File: src/hdl/edge_pkg.sv
package edge_pkg;

	// interior image size, the host adds a one-pixel zero border around it
	localparam int IMG_WIDTH = 8;
	localparam int IMG_HEIGHT = 6;

	// padded row length
	// one zero pixel at each end of every row
	localparam int ROW_DEPTH = IMG_WIDTH + 2;

	// padded frame height, one zero row above and one below
	localparam int FRAME_ROWS = IMG_HEIGHT + 2;

	// counter widths for the line window
	localparam int COL_W = $clog2(ROW_DEPTH);
	localparam int ROW_W = $clog2(FRAME_ROWS);

	// rgb pixel, red in the top byte
	localparam int PIX_W = 24;
	localparam int CH_W = 8;

	// signed gradient per channel
	// worst case is 4 * 255 = 1020, so 12 bits with sign
	localparam int GRAD_W = 12;

	// horizontal sobel kernel, row-major, top row first
	localparam int KERNEL_X [3][3] = '{
		'{-1, 0, 1},
		'{-2, 0, 2},
		'{-1, 0, 1}
	};

	// vertical kernel is the transpose of the horizontal one
	localparam int KERNEL_Y [3][3] = '{
		'{-1, -2, -1},
		'{ 0,  0,  0},
		'{ 1,  2,  1}
	};

	// accepted beats from the beat that completes a window to its result
	// 1 in line_window, 2 in sobel_conv, 1 in edge_combine
	localparam int PIPE_BEATS = 4;

endpackage

File: src/hdl/line_window.sv
module line_window (
	input  logic                          clk,
	input  logic                          reset,
	input  logic                          i_valid,
	input  logic [edge_pkg::PIX_W-1:0]    i_data,
	output logic [9*edge_pkg::PIX_W-1:0]  o_win,
	output logic                          o_win_valid,
	output logic                          o_win_done
);
	import edge_pkg::*;

	// two row buffers, addressed by the column counter
	// buf0 holds the previous row, buf1 the row before that
	logic [PIX_W-1:0] row_buf0 [ROW_DEPTH];
	logic [PIX_W-1:0] row_buf1 [ROW_DEPTH];

	// buffer read taps, same column one and two rows back
	logic [PIX_W-1:0] tap0;
	logic [PIX_W-1:0] tap1;

	// 3x3 window registers, [row][col], row 0 is the top row
	// col 2 holds the newest pixel of each row
	logic [PIX_W-1:0] win [3][3];

	// position of the incoming pixel in the padded frame
	logic [COL_W-1:0] col_cnt;
	logic [ROW_W-1:0] row_cnt;

	// window qualifiers for the incoming pixel
	logic rows_ready;
	logic col_ready;
	logic last_col;
	logic last_pixel;

	// read before write on the same address gives a full row of delay
	assign tap0 = row_buf0[col_cnt];
	assign tap1 = row_buf1[col_cnt];

	always_ff @(posedge clk) begin
		if (i_valid) begin
			// current pixel goes into buf0
			row_buf0[col_cnt] <= i_data;
			// pixel from one row back moves on to buf1
			row_buf1[col_cnt] <= tap0;
		end
	end

	// window shifts left by one column per accepted pixel
	always_ff @(posedge clk) begin
		if (i_valid) begin
			for (int r = 0; r < 3; r++) begin
				win[r][0] <= win[r][1];
				win[r][1] <= win[r][2];
			end
			// new right column, oldest row on top
			win[0][2] <= tap1;
			win[1][2] <= tap0;
			win[2][2] <= i_data;
		end
	end

	// three rows present once the bottom row of the window is padded row 2 or later
	assign rows_ready = (row_cnt >= ROW_W'(2));

	// first two pixels of a row only prime the window columns
	assign col_ready = (col_cnt >= COL_W'(2));

	assign last_col = (col_cnt == COL_W'(ROW_DEPTH - 1));

	// bottom-right padding pixel completes the window of the last interior pixel
	assign last_pixel = last_col && (row_cnt == ROW_W'(FRAME_ROWS - 1));

	always_ff @(posedge clk) begin
		if (reset) begin
			col_cnt <= '0;
			row_cnt <= '0;
			o_win_valid <= 1'b0;
			o_win_done <= 1'b0;
		end
		else if (i_valid) begin
			// column counter wraps at the padded row length
			if (last_col) begin
				col_cnt <= '0;
				// row counter wraps once per padded frame
				if (row_cnt == ROW_W'(FRAME_ROWS - 1)) begin
					row_cnt <= '0;
				end
				else begin
					row_cnt <= row_cnt + 1'b1;
				end
			end
			else begin
				col_cnt <= col_cnt + 1'b1;
			end

			// window registers load on this beat, strobes line up with them
			o_win_valid <= rows_ready && col_ready;
			o_win_done <= last_pixel;
		end
	end

	// flatten row-major, top-left pixel in the highest slice
	for (genvar r = 0; r < 3; r++) begin : g_win_row
		for (genvar c = 0; c < 3; c++) begin : g_win_col
			assign o_win[(8 - (r * 3 + c)) * PIX_W +: PIX_W] = win[r][c];
		end
	end

endmodule

File: src/hdl/sobel_conv.sv
module sobel_conv #(
	// 0 selects the horizontal kernel, 1 the vertical one
	parameter int DIR_Y = 0
) (
	input  logic                                clk,
	input  logic                                reset,
	input  logic                                i_valid,
	input  logic [9*edge_pkg::PIX_W-1:0]        i_win,
	input  logic                                i_win_valid,
	input  logic                                i_win_done,
	output logic signed [3*edge_pkg::GRAD_W-1:0] o_grad,
	output logic                                o_valid,
	output logic                                o_done
);
	import edge_pkg::*;

	// stage one, one partial sum per channel and kernel row
	// channel 0 is red
	logic signed [GRAD_W-1:0] row_part [3][3];

	// valid and done follow the two data stages
	logic [1:0] valid_sr;
	logic [1:0] done_sr;

	// kernel coefficient for this direction
	function automatic int coef(input int r, input int c);
		return (DIR_Y != 0) ? KERNEL_Y[r][c] : KERNEL_X[r][c];
	endfunction

	// weighted sum of one window row for one channel
	// pixels are unsigned, coefficients signed
	function automatic logic signed [GRAD_W-1:0] row_sum(
		input logic [9*PIX_W-1:0] win,
		input int r,
		input int ch
	);
		int acc;
		int base;
		acc = 0;
		for (int c = 0; c < 3; c++) begin
			// pixel (r, c) in the flat window, then the channel byte
			base = (8 - (r * 3 + c)) * PIX_W + (2 - ch) * CH_W;
			acc += coef(r, c) * int'(win[base +: CH_W]);
		end
		return GRAD_W'(acc);
	endfunction

	// stage one
	// row partial sums, at most +-510 for the centre row
	always_ff @(posedge clk) begin
		if (i_valid) begin
			for (int ch = 0; ch < 3; ch++) begin
				for (int r = 0; r < 3; r++) begin
					row_part[ch][r] <= row_sum(i_win, r, ch);
				end
			end
		end
	end

	// stage two
	// full channel gradient, red in the top slice
	always_ff @(posedge clk) begin
		if (i_valid) begin
			for (int ch = 0; ch < 3; ch++) begin
				o_grad[(2 - ch) * GRAD_W +: GRAD_W] <=
					row_part[ch][0] + row_part[ch][1] + row_part[ch][2];
			end
		end
	end

	// strobes stall with the data
	always_ff @(posedge clk) begin
		if (reset) begin
			valid_sr <= '0;
			done_sr <= '0;
		end
		else if (i_valid) begin
			valid_sr <= {valid_sr[0], i_win_valid};
			done_sr <= {done_sr[0], i_win_done};
		end
	end

	assign o_valid = valid_sr[1];
	assign o_done = done_sr[1];

endmodule

File: src/hdl/edge_combine.sv
module edge_combine (
	input  logic                           clk,
	input  logic                           reset,
	input  logic                           i_valid,
	input  logic [3*edge_pkg::GRAD_W-1:0]  i_grad_x,
	input  logic [3*edge_pkg::GRAD_W-1:0]  i_grad_y,
	input  logic                           i_grad_valid,
	input  logic                           i_grad_done,
	output logic                           o_valid,
	output logic                           o_done,
	output logic [edge_pkg::PIX_W-1:0]     o_data
);
	import edge_pkg::*;

	// registered strobes, one beat behind the gradients
	logic valid_q;
	logic done_q;

	for (genvar ch = 0; ch < 3; ch++) begin : g_ch
		// channel gradients, red is ch 0 in the top slice
		logic signed [GRAD_W-1:0] gx;
		logic signed [GRAD_W-1:0] gy;

		// magnitudes, at most 1020 each
		logic [GRAD_W-1:0] abs_x;
		logic [GRAD_W-1:0] abs_y;

		// sum of magnitudes fits in 11 bits
		logic [GRAD_W-1:0] mag;

		// clamped channel result
		logic [CH_W-1:0] res;

		assign gx = i_grad_x[(2 - ch) * GRAD_W +: GRAD_W];
		assign gy = i_grad_y[(2 - ch) * GRAD_W +: GRAD_W];

		// -2048 never occurs, so the negation cannot overflow
		assign abs_x = gx[GRAD_W-1] ? -gx : gx;
		assign abs_y = gy[GRAD_W-1] ? -gy : gy;

		assign mag = abs_x + abs_y;

		always_ff @(posedge clk) begin
			if (i_valid) begin
				// any bit above the channel width means saturate at 255
				if (mag[GRAD_W-1:CH_W] != '0) begin
					res <= {CH_W{1'b1}};
				end
				else begin
					res <= mag[CH_W-1:0];
				end
			end
		end

		assign o_data[(2 - ch) * CH_W +: CH_W] = res;
	end

	always_ff @(posedge clk) begin
		if (reset) begin
			valid_q <= 1'b0;
			done_q <= 1'b0;
		end
		else if (i_valid) begin
			valid_q <= i_grad_valid;
			done_q <= i_grad_done;
		end
	end

	// results only leave on accepted beats
	assign o_valid = i_valid & valid_q;
	assign o_done = i_valid & done_q;

endmodule

File: src/hdl/edge_filter_top.sv
module edge_filter_top (
	input  logic                        clk,
	input  logic                        reset,
	input  logic                        i_valid,
	input  logic [edge_pkg::PIX_W-1:0]  i_data,
	output logic                        o_valid,
	output logic                        o_done,
	output logic [edge_pkg::PIX_W-1:0]  o_data
);
	import edge_pkg::*;

	// 3x3 window and its strobes, shared by both convolvers
	logic [9*PIX_W-1:0] win;
	logic               win_valid;
	logic               win_done;

	// per-channel gradients, red in the top slice
	logic signed [3*GRAD_W-1:0] grad_x;
	logic signed [3*GRAD_W-1:0] grad_y;

	// strobes from the horizontal convolver
	// the vertical one has identical timing
	logic grad_valid;
	logic grad_done;

	line_window line_window_inst (
		.clk         (clk),
		.reset       (reset),
		.i_valid     (i_valid),
		.i_data      (i_data),
		.o_win       (win),
		.o_win_valid (win_valid),
		.o_win_done  (win_done)
	);

	// horizontal gradient
	sobel_conv #(
		.DIR_Y (0)
	) grad_x_conv (
		.clk         (clk),
		.reset       (reset),
		.i_valid     (i_valid),
		.i_win       (win),
		.i_win_valid (win_valid),
		.i_win_done  (win_done),
		.o_grad      (grad_x),
		.o_valid     (grad_valid),
		.o_done      (grad_done)
	);

	// vertical gradient, strobes come from the x instance
	sobel_conv #(
		.DIR_Y (1)
	) grad_y_conv (
		.clk         (clk),
		.reset       (reset),
		.i_valid     (i_valid),
		.i_win       (win),
		.i_win_valid (win_valid),
		.i_win_done  (win_done),
		.o_grad      (grad_y),
		.o_valid     (),
		.o_done      ()
	);

	edge_combine edge_combine_inst (
		.clk          (clk),
		.reset        (reset),
		.i_valid      (i_valid),
		.i_grad_x     (grad_x),
		.i_grad_y     (grad_y),
		.i_grad_valid (grad_valid),
		.i_grad_done  (grad_done),
		.o_valid      (o_valid),
		.o_done       (o_done),
		.o_data       (o_data)
	);

endmodule

File: config.mk
export PLATFORM = sky130hd
export DESIGN_NAME = edge_filter_top
export DESIGN_NICKNAME = d
export VERILOG_FILES = /design/src/hdl/edge_pkg.sv /design/src/hdl/line_window.sv /design/src/hdl/sobel_conv.sv /design/src/hdl/edge_combine.sv /design/src/hdl/edge_filter_top.sv
export SDC_FILE = /design/constraint.sdc
export NUM_CORES = 1
export LEC_CHECK = 0
export BUFFER_PORTS_ARGS = -buffer_cell sky130_fd_sc_hd__buf_4
export CAP_MARGIN = 5
export CORE_MARGIN = 2
export CORE_UTILIZATION = 51
export CTS_CLUSTER_DIAMETER = 100
export DETAILED_ROUTE_END_ITERATION = 12
export MAX_ROUTING_LAYER = met4
export PLACE_DENSITY = 0.79
export SYNTH_ARGS = -nofsm -noshare
export SYNTH_HDL_FRONTEND = slang
export SYNTH_HIERARCHICAL = 1
export SYNTH_SLANG_ARGS = --single-unit
export TNS_END_PERCENT = 100
File: constraint.sdc
create_clock -name clk -period 14.6 [get_ports clk]
set_input_delay 0.73 -clock clk [delete_from_list [all_inputs] [get_ports clk]]
set_output_delay 0.73 -clock clk [all_outputs]
set_load 0.01 [all_outputs]
# Word level (Yosys, flattened, before mapping)
# Memory sizes are Yosys's and may differ from the RTL's. A register that Yosys moved wholly into a read port is not among the register bits.
# Cells that the tools add are included.
# totals
register_bits,111
ram_bits,876
inputBits,27
elab_cells,103
mem_count,5
# classes
add_sub_neg,59
n_lt_le_gt_ge,2
eq_ne,2
muxes,14
bitwise,2
n_reduce_logical,6
# mem_list
memory,words,width,rd,rd_clocked_by_memory_dff,write_ports,line_no,source
line_window_inst.row_buf0,10,24,1,1,1,line_window.sv:14,logic [PIX_W-1:0] row_buf0 [ROW_DEPTH];
line_window_inst.row_buf1,10,24,1,1,1,line_window.sv:15,logic [PIX_W-1:0] row_buf1 [ROW_DEPTH];
line_window_inst.win,3,72,3,0,3,line_window.sv:23,logic [PIX_W-1:0] win [3][3];
grad_x_conv.row_part,3,36,3,0,3,sobel_conv.sv:19,logic signed [GRAD_W-1:0] row_part [3][3];
grad_y_conv.row_part,3,24,3,0,3,sobel_conv.sv:19,
# op_table
cell,n
adder 12 bit,18
adder 12 x 9 -> 12 bit,9
negator 8 -> 12 bit,9
2-to-1 mux 12 bit,6
negator 12 bit,6
negator 8 -> 11 bit,6
adder 12 x 10 -> 12 bit,3
adder 12 bit (second input constant),3
adder 8 x 9 -> 10 bit,3
2-to-1 mux 4 bit,5
nonzero test 4 bit,3
adder 4 x 1 -> 4 bit (second input constant),1
== test 4 bit (second input constant),1
>= comparator 4 x 2 -> 1 bit (second input constant),1
adder 3 x 1 -> 3 bit (second input constant),1
== test 3 bit (second input constant),1
>= comparator 3 x 2 -> 1 bit (second input constant),1
2-to-1 mux 3 bit,1
bitwise AND 1 bit,2
logical AND 1 bit,2
2-to-1 mux 1 bit,2
AND reduction 2 bit,1

# Logic depth before layout (Yosys ltp)
# Gate-level depths: netlist of the first run.
# logic_depth
word_depth,4
ltp_mapped,14
mapped_depth_nobuf,14

# Modules after synthesis
# The synthesis of the first run kept the hierarchy.
# by_module_without_submodules
module,instances,cells_each,area_per_inst_um2,seq_area_each_um2
line_window,1,1257,25597.0,21160.3
sobel_conv at grad_x_conv,1,890,10034.6,4314.1
sobel_conv at grad_y_conv,1,793,8498.2,3143.0
edge_combine,1,474,3895.0,760.7

# Worst setup path after synthesis of the first run
# OpenSTA, ideal clock, no wires.
# synth_path
kind,input to register
start,input port i_valid
end,"memory line_window_inst.row_buf0[2][0], enable pin"
setup_time_ns,0.573
arrival_ns,5.700
path_slack_ns,8.327
stages,3
path_buffers,1
path_cell_list,clkbuf_1 > nand2b_1 > nor4_1
# synth_between
elab_chain_cells,2
# synth_rtl
item,line_no,source
"start, declared",edge_filter_top.sv:4,"input logic i_valid,"
2-to-1 mux 1 bit,line_window.sv:40,if (i_valid) begin
2-to-1 mux 1 bit,-,
"end, declared",line_window.sv:14,
# No other way between the ends.

==> results of run 1 <==
-- worst register-to-register path, cell delays in order (launching register included) --
cell and delay (ns):
dfxtp_4 0.72, buf_4 0.86, buf_4 0.94, mux2i_1 0.22, a22o_1 0.26, o31ai_1 0.95
-- worst paths after layout --
kind                                              startpoint                                to  slack (ns)  depth (start not counted)
worst max register to register                     flip-flop   line_window_inst/row_buf1[8][0]       10.27                          5
worst max-delay path                               flip-flop   line_window_inst/row_buf1[8][0]       10.27                          5
worst min register to register  line_window_inst/win[0][116]      line_window_inst/win[0][140]        0.42                          0
worst min-delay path                              i_data[21]  line_window_inst/row_buf0[2][21]        0.34                          1
-- sequential cells by signal, indices dropped and copies added, names as in the netlist, 3 cells and up, named ones only --
name	flops
line_window_inst/row_buf1	240
line_window_inst/col_cnt	4
line_window_inst/row_cnt	3
grad_x_conv/row_part	105
line_window_inst/row_buf0	240
grad_x_conv/o_grad	36
edge_combine_inst/g_ch.res	24
line_window_inst/win	216
grad_y_conv/row_part	66
grad_y_conv/o_grad	36
-- layer usage --
layer  track usage  up-vias  wire, microns
met5             -        -              0
met4        0.0633        0           2220
met3        0.0281      144           5000
met2         0.322      703          44700
met1         0.256    13300          40100
li1              -    13000              -
-- cell type report --
type,instances,area [sq um],area share
Multi-Input combinational cell,2092,17400,0.328
Timing Repair Buffer,78,603,0.0114
Inverter,252,946,0.0178
Sequential cell,982,29300,0.552
Clock inverter,59,591,0.0111
Antenna cell,2,5.00,0.0000943
Tap cell,1254,1570,0.0296
Clock buffer,126,2660,0.0502
-- power by group --
part           switching (mW)  internal [mW]
clock network            1.05           1.47
logic                    1.89           1.41
registers               0.214           3.56
-- metrics by stage --
step | instances | worst slack [ns] | utilization | hold slack, ns
floorplan | 3401 | 8.33 | - | 0.400
global placement | 4657 | 10.49 | 0.535 | 0.401
detailed placement | 4657 | 10.34 | 0.535 | 0.405
CTS | 4842 | 10.29 | 0.569 | 0.303
global route | 4845 | 9.98 | 0.570 | 0.318
finish | 4845 | 10.27 | 0.570 | 0.335
==> out/qor.csv, run 1 <==
stage,metric,value,unit
clock_network,cts_tree,built,
final_layout,mostFrequentLayoutCells,"edfxtp_1 (963), inv_1 (252), ha_1 (248)",
setup_path,cp_max_fo,68,
final_layout,stdcell_area,53100,sq um
route,drt_pass1_iterations,5,
route,finalWirelength,92.0,mm
timing,rsz0062_at_grt,no,
route,ant_nets,0,
timing,hold_viol,0,
timing,drv_slew,0,
final_layout,area.growth.synth_to_final,10.8,%
clock_network,cts_hold_buf,0,
placement,place_area,49800,sq um
global_routing,antenna_found_initial,2,
global_routing,grt_pass1_vias,27100,
clock_network,cts-buffers-inserted,100,
clock_network,clk_pin_slew_worst_paths,0.07,ns
route,vias,27200,
setup_path,critical_path.cell_chain,buf_4 > buf_4 > mux2i_1 > a22o_1 > o31ai_1,
clock_network,cts_root_buf,clkbuf_16,
clock_network,cts_htree_levels,3,
route,vias_per_cell,5.61,
setup_path,end_kind,flip-flop,
floorplanning,initial_core_util,0.514,
logic_synthesis,ys_warn_count,6,
timing,min_period,4.33,ns
floorplanning,ios,53,
clock_network,clk_latency,0.66,ns
clock_network,cts_sinks,982,
setup_path,required,14.89,ns
global_routing,grt_pass1_wl,144,mm
setup_path,cp_num_buf_inv,2,
final_layout,fillers,7024,
timing,period_share,0.296,
final_layout,layout_commonest_cell,edfxtp_1,
setup_path,start_kind,flip-flop,
clock_network,cts_resized,0,
global_routing,grt.total_usage,0.197,
final_layout,fin_nets,3874,
global_routing,overflow,0,
clock_network,clock_path_buffers,3,
route,post_drt_wl_per_cell,19.0,microns
logic_synthesis,avgSynthCellArea,14.1,sq um
power_and_ir_drop,leakagePower,19.1,nW
floorplanning,die_w,310,microns
setup_path,critPathMaxStageDelay,0.95,ns
global_routing,grt_start_max_net_pins,124,
setup_path,critical_path.top_delay_family,buffers and inverters,
logic_synthesis,syn_nets,3769,
setup_path,crit_slowest_cell,o31ai_1,
hold_path,hold_class,input port to flip-flop,
route,initialDrtViolationCount,2296,
setup_path,worstPathArrival,4.61,ns
power_and_ir_drop,p_total,9.60,mW
placement,dp_hpwl,58.2,mm
logic_synthesis,syn_inst,3401,
timing,skew,0.0229,ns
timing,max_freq,231,MHz
timing,finalSetupViolCount,0,
placement,portBuffers,52,
power_and_ir_drop,powerDensity,181,nW/um^2
route,drc,0,
clock_network,postCtsSetupBuffers,0,
logic_synthesis,netlist_area,47900,sq um
floorplanning,core_area,93200,sq um
timing,worst_pin_slew,1.28,ns
power_and_ir_drop,vdd_ir_drop_max,0.128,mV
final_layout,drive_gt1_frac,0.114,
setup_path,crit_type,flip-flop to flip-flop,
run,maxCapViolCount,0,
timing,max_slew_margin,0.140,
floorplanning,rows,112,
run_status,status,completed,
setup_path,cp_common_cell,buf_4,
floorplanning,die_y,310,microns
placement,gp_congestion,0.874,
floorplanning,dieArea,96400,sq um
timing,finalSetupTns,0,ns
Power figures use the tool's default switching activity.
==> run 2: changes to the inputs <==
Settings changed: PLACE_DENSITY 0.79 to 0.81.
Clock period 14.6 ns to 3.92 ns, I/O delays scaled along.
==> out/qor.csv, run 2 (synthesized netlist as in run 1, its figures left out) <==
stage,metric,value,unit
run_status,status,completed,
route,vias_per_cell,5.68,
setup_path,end_kind,flip-flop,
power_and_ir_drop,power.share.switching,0.328,
clock_network,postCtsSetupBuffers,0,
timing,worst_pin_slew,1.26,ns
route,drt_pass1_iterations,5,
route,ant_nets,0,
timing,skew,0.0386,ns
clock_network,clk_latency,0.68,ns
route,drc,0,
setup_path,crit_type,flip-flop to flip-flop,
global_routing,grt_pass1_wl,149,mm
floorplanning,core_area,93200,sq um
global_routing,grt_start_max_net_pins,182,
global_routing,antenna_found_initial,4,
setup_path,worstPathArrival,4.03,ns
floorplanning,dieArea,96400,sq um
run,maxCapViolCount,0,
power_and_ir_drop,p_switching,12.0,mW
power_and_ir_drop,p_comb_frac,0.344,
floorplanning,die_y,310,microns
power_and_ir_drop,powerDensity,675,nW/um^2
floorplanning,initial_core_util,0.514,
hold_path,hold_class,input port to flip-flop,
route,post_drt_wl_per_cell,19.3,microns
final_layout,mostFrequentLayoutCells,"edfxtp_1 (963), inv_1 (252), ha_1 (248)",
route,finalWirelength,94.5,mm
clock_network,cts_htree_levels,3,
timing,drv_slew,0,
final_layout,final_core_util,0.578,
timing,period_share,0.934,
power_and_ir_drop,seq_power_share,0.387,
clock_network,cts-buffers-inserted,99,
floorplanning,ios,53,
setup_path,cp_max_fo,8,
final_layout,area.growth.synth_to_final,12.5,%
floorplanning,die_w,310,microns
global_routing,overflow,0,
global_routing,grt.total_usage,0.202,
final_layout,final-instance-count-excl-fill,4897,
setup_path,start_kind,flip-flop,
clock_network,cts_root_buf,clkbuf_16,
placement,portBuffers,52,
power_and_ir_drop,p_clk_frac,0.269,
route,initialDrtViolationCount,2340,
timing,max_freq,273,MHz
clock_network,cts_sinks,982,
power_and_ir_drop,p_int,24.4,mW
clock_network,clock_path_buffers,3,
final_layout,drive_gt1_frac,0.123,
final_layout,fin_nets,3929,
clock_network,cts_tree,built,
final_layout,reg_top3,"line_window_inst/row_buf0 x240, line_window_inst/row_buf1 x240, line_window_inst/win x216",
global_routing,grt_pass1_vias,27700,
floorplanning,rows,112,
power_and_ir_drop,leakagePower,19.4,nW
power_and_ir_drop,p_total,36.4,mW
timing,min_period,3.66,ns
final_layout,stdcell_area,53900,sq um
setup_path,required,4.29,ns
timing,hold_viol,0,
route,vias,27800,
final_layout,layout_commonest_cell,edfxtp_1,
timing,max_slew_margin,0.153,
placement,place_area,50200,sq um
placement,gp_congestion,0.872,
placement,dp_hpwl,61.7,mm
power_and_ir_drop,vdd_ir_drop_max,0.527,mV
timing,finalSetupViolCount,0,
clock_network,clk_pin_slew_worst_paths,0.07,ns
placement,place_inst,4684,
[run 2: changes by cell type in the layout (fill, tap and decap cells not counted), sizes merged, moves of 2 or more]
cell,change
buf,+28
bufinv,+7
clkbuf,-8
clkinv,-3
diode,+2
dlygate4sd3,+26
[run 2: through the flow]
stage                     setup slack (ns)  hold WS, ns  setup TNS (ns)
final                                0.261        0.342               0
after global routing               -0.0512        0.354          -0.153
after detailed placement             0.142        0.405               0
after floorplan                    -0.0102        0.268          -0.488
after global placement               0.251        0.401               0
after CTS                           0.0827        0.305               0
[run 2: path summary, 6_finish.rpt]
kind,from,end,slack [ns],cells past startpoint
hold / removal,reset,line_window_inst/row_cnt[0],0.34,3
setup reg to reg,grad_x_conv/o_grad[13],edge_combine_inst/g_ch[1].res[5],0.26,10
hold reg to reg,line_window_inst/win[0][110],line_window_inst/win[0][134],0.42,0
setup / recovery,grad_x_conv/o_grad[13],edge_combine_inst/g_ch[1].res[5],0.26,10
[run 2: per-layer routing]
metal | wire (microns) | global-route usage | vias up
met5 | 0 | - | -
met4 | 2120 | 0.0622 | 0
met3 | 4980 | 0.0272 | 137
met2 | 46500 | 0.332 | 745
met1 | 40800 | 0.263 | 13800
li1 | - | - | 13100
[run 2: cell type report]
class,count,area (sq um)
well taps,1254,1570
repair buffers,134,1210
clock inverters,63,838
fillers,6855,39300
clock buffers,116,2560
flip-flops and latches,982,29300
inverters,252,946
multi-input cells,2092,17500
diodes,4,10.0
[run 2: power by group through the flow]
stage	Sequential (mW)	Clock [mW]	Combinational (mW)
2_1_floorplan	14.0	0	9.54
3_3_place_gp	14.2	0	11.9
3_5_place_dp	14.3	0	12.2
4_1_cts	14.1	9.93	12.4
5_1_grt	14.2	10.3	13.9
6_report	14.1	9.79	12.5
[run 2: worst max-delay path, stage by stage (launching register included)]
cell and delay, ns:
edfxtp_1 0.41, or4_1 0.55, or4_4 0.46, o31ai_1 0.25, xnor2_1 0.10, ha_1 0.40, nand2_1 0.13, nor2_1 0.07
a221oi_1 0.34, xor2_1 0.49, nand4_1 0.17
[run 2: what timing repair did]
action | in CTS | in global routing
endpoints found under the setup margin | 0 | 18
hold buffers | 26 | 0
endpoints found under the hold margin | 319 | 0
resized for setup | 0 | 5
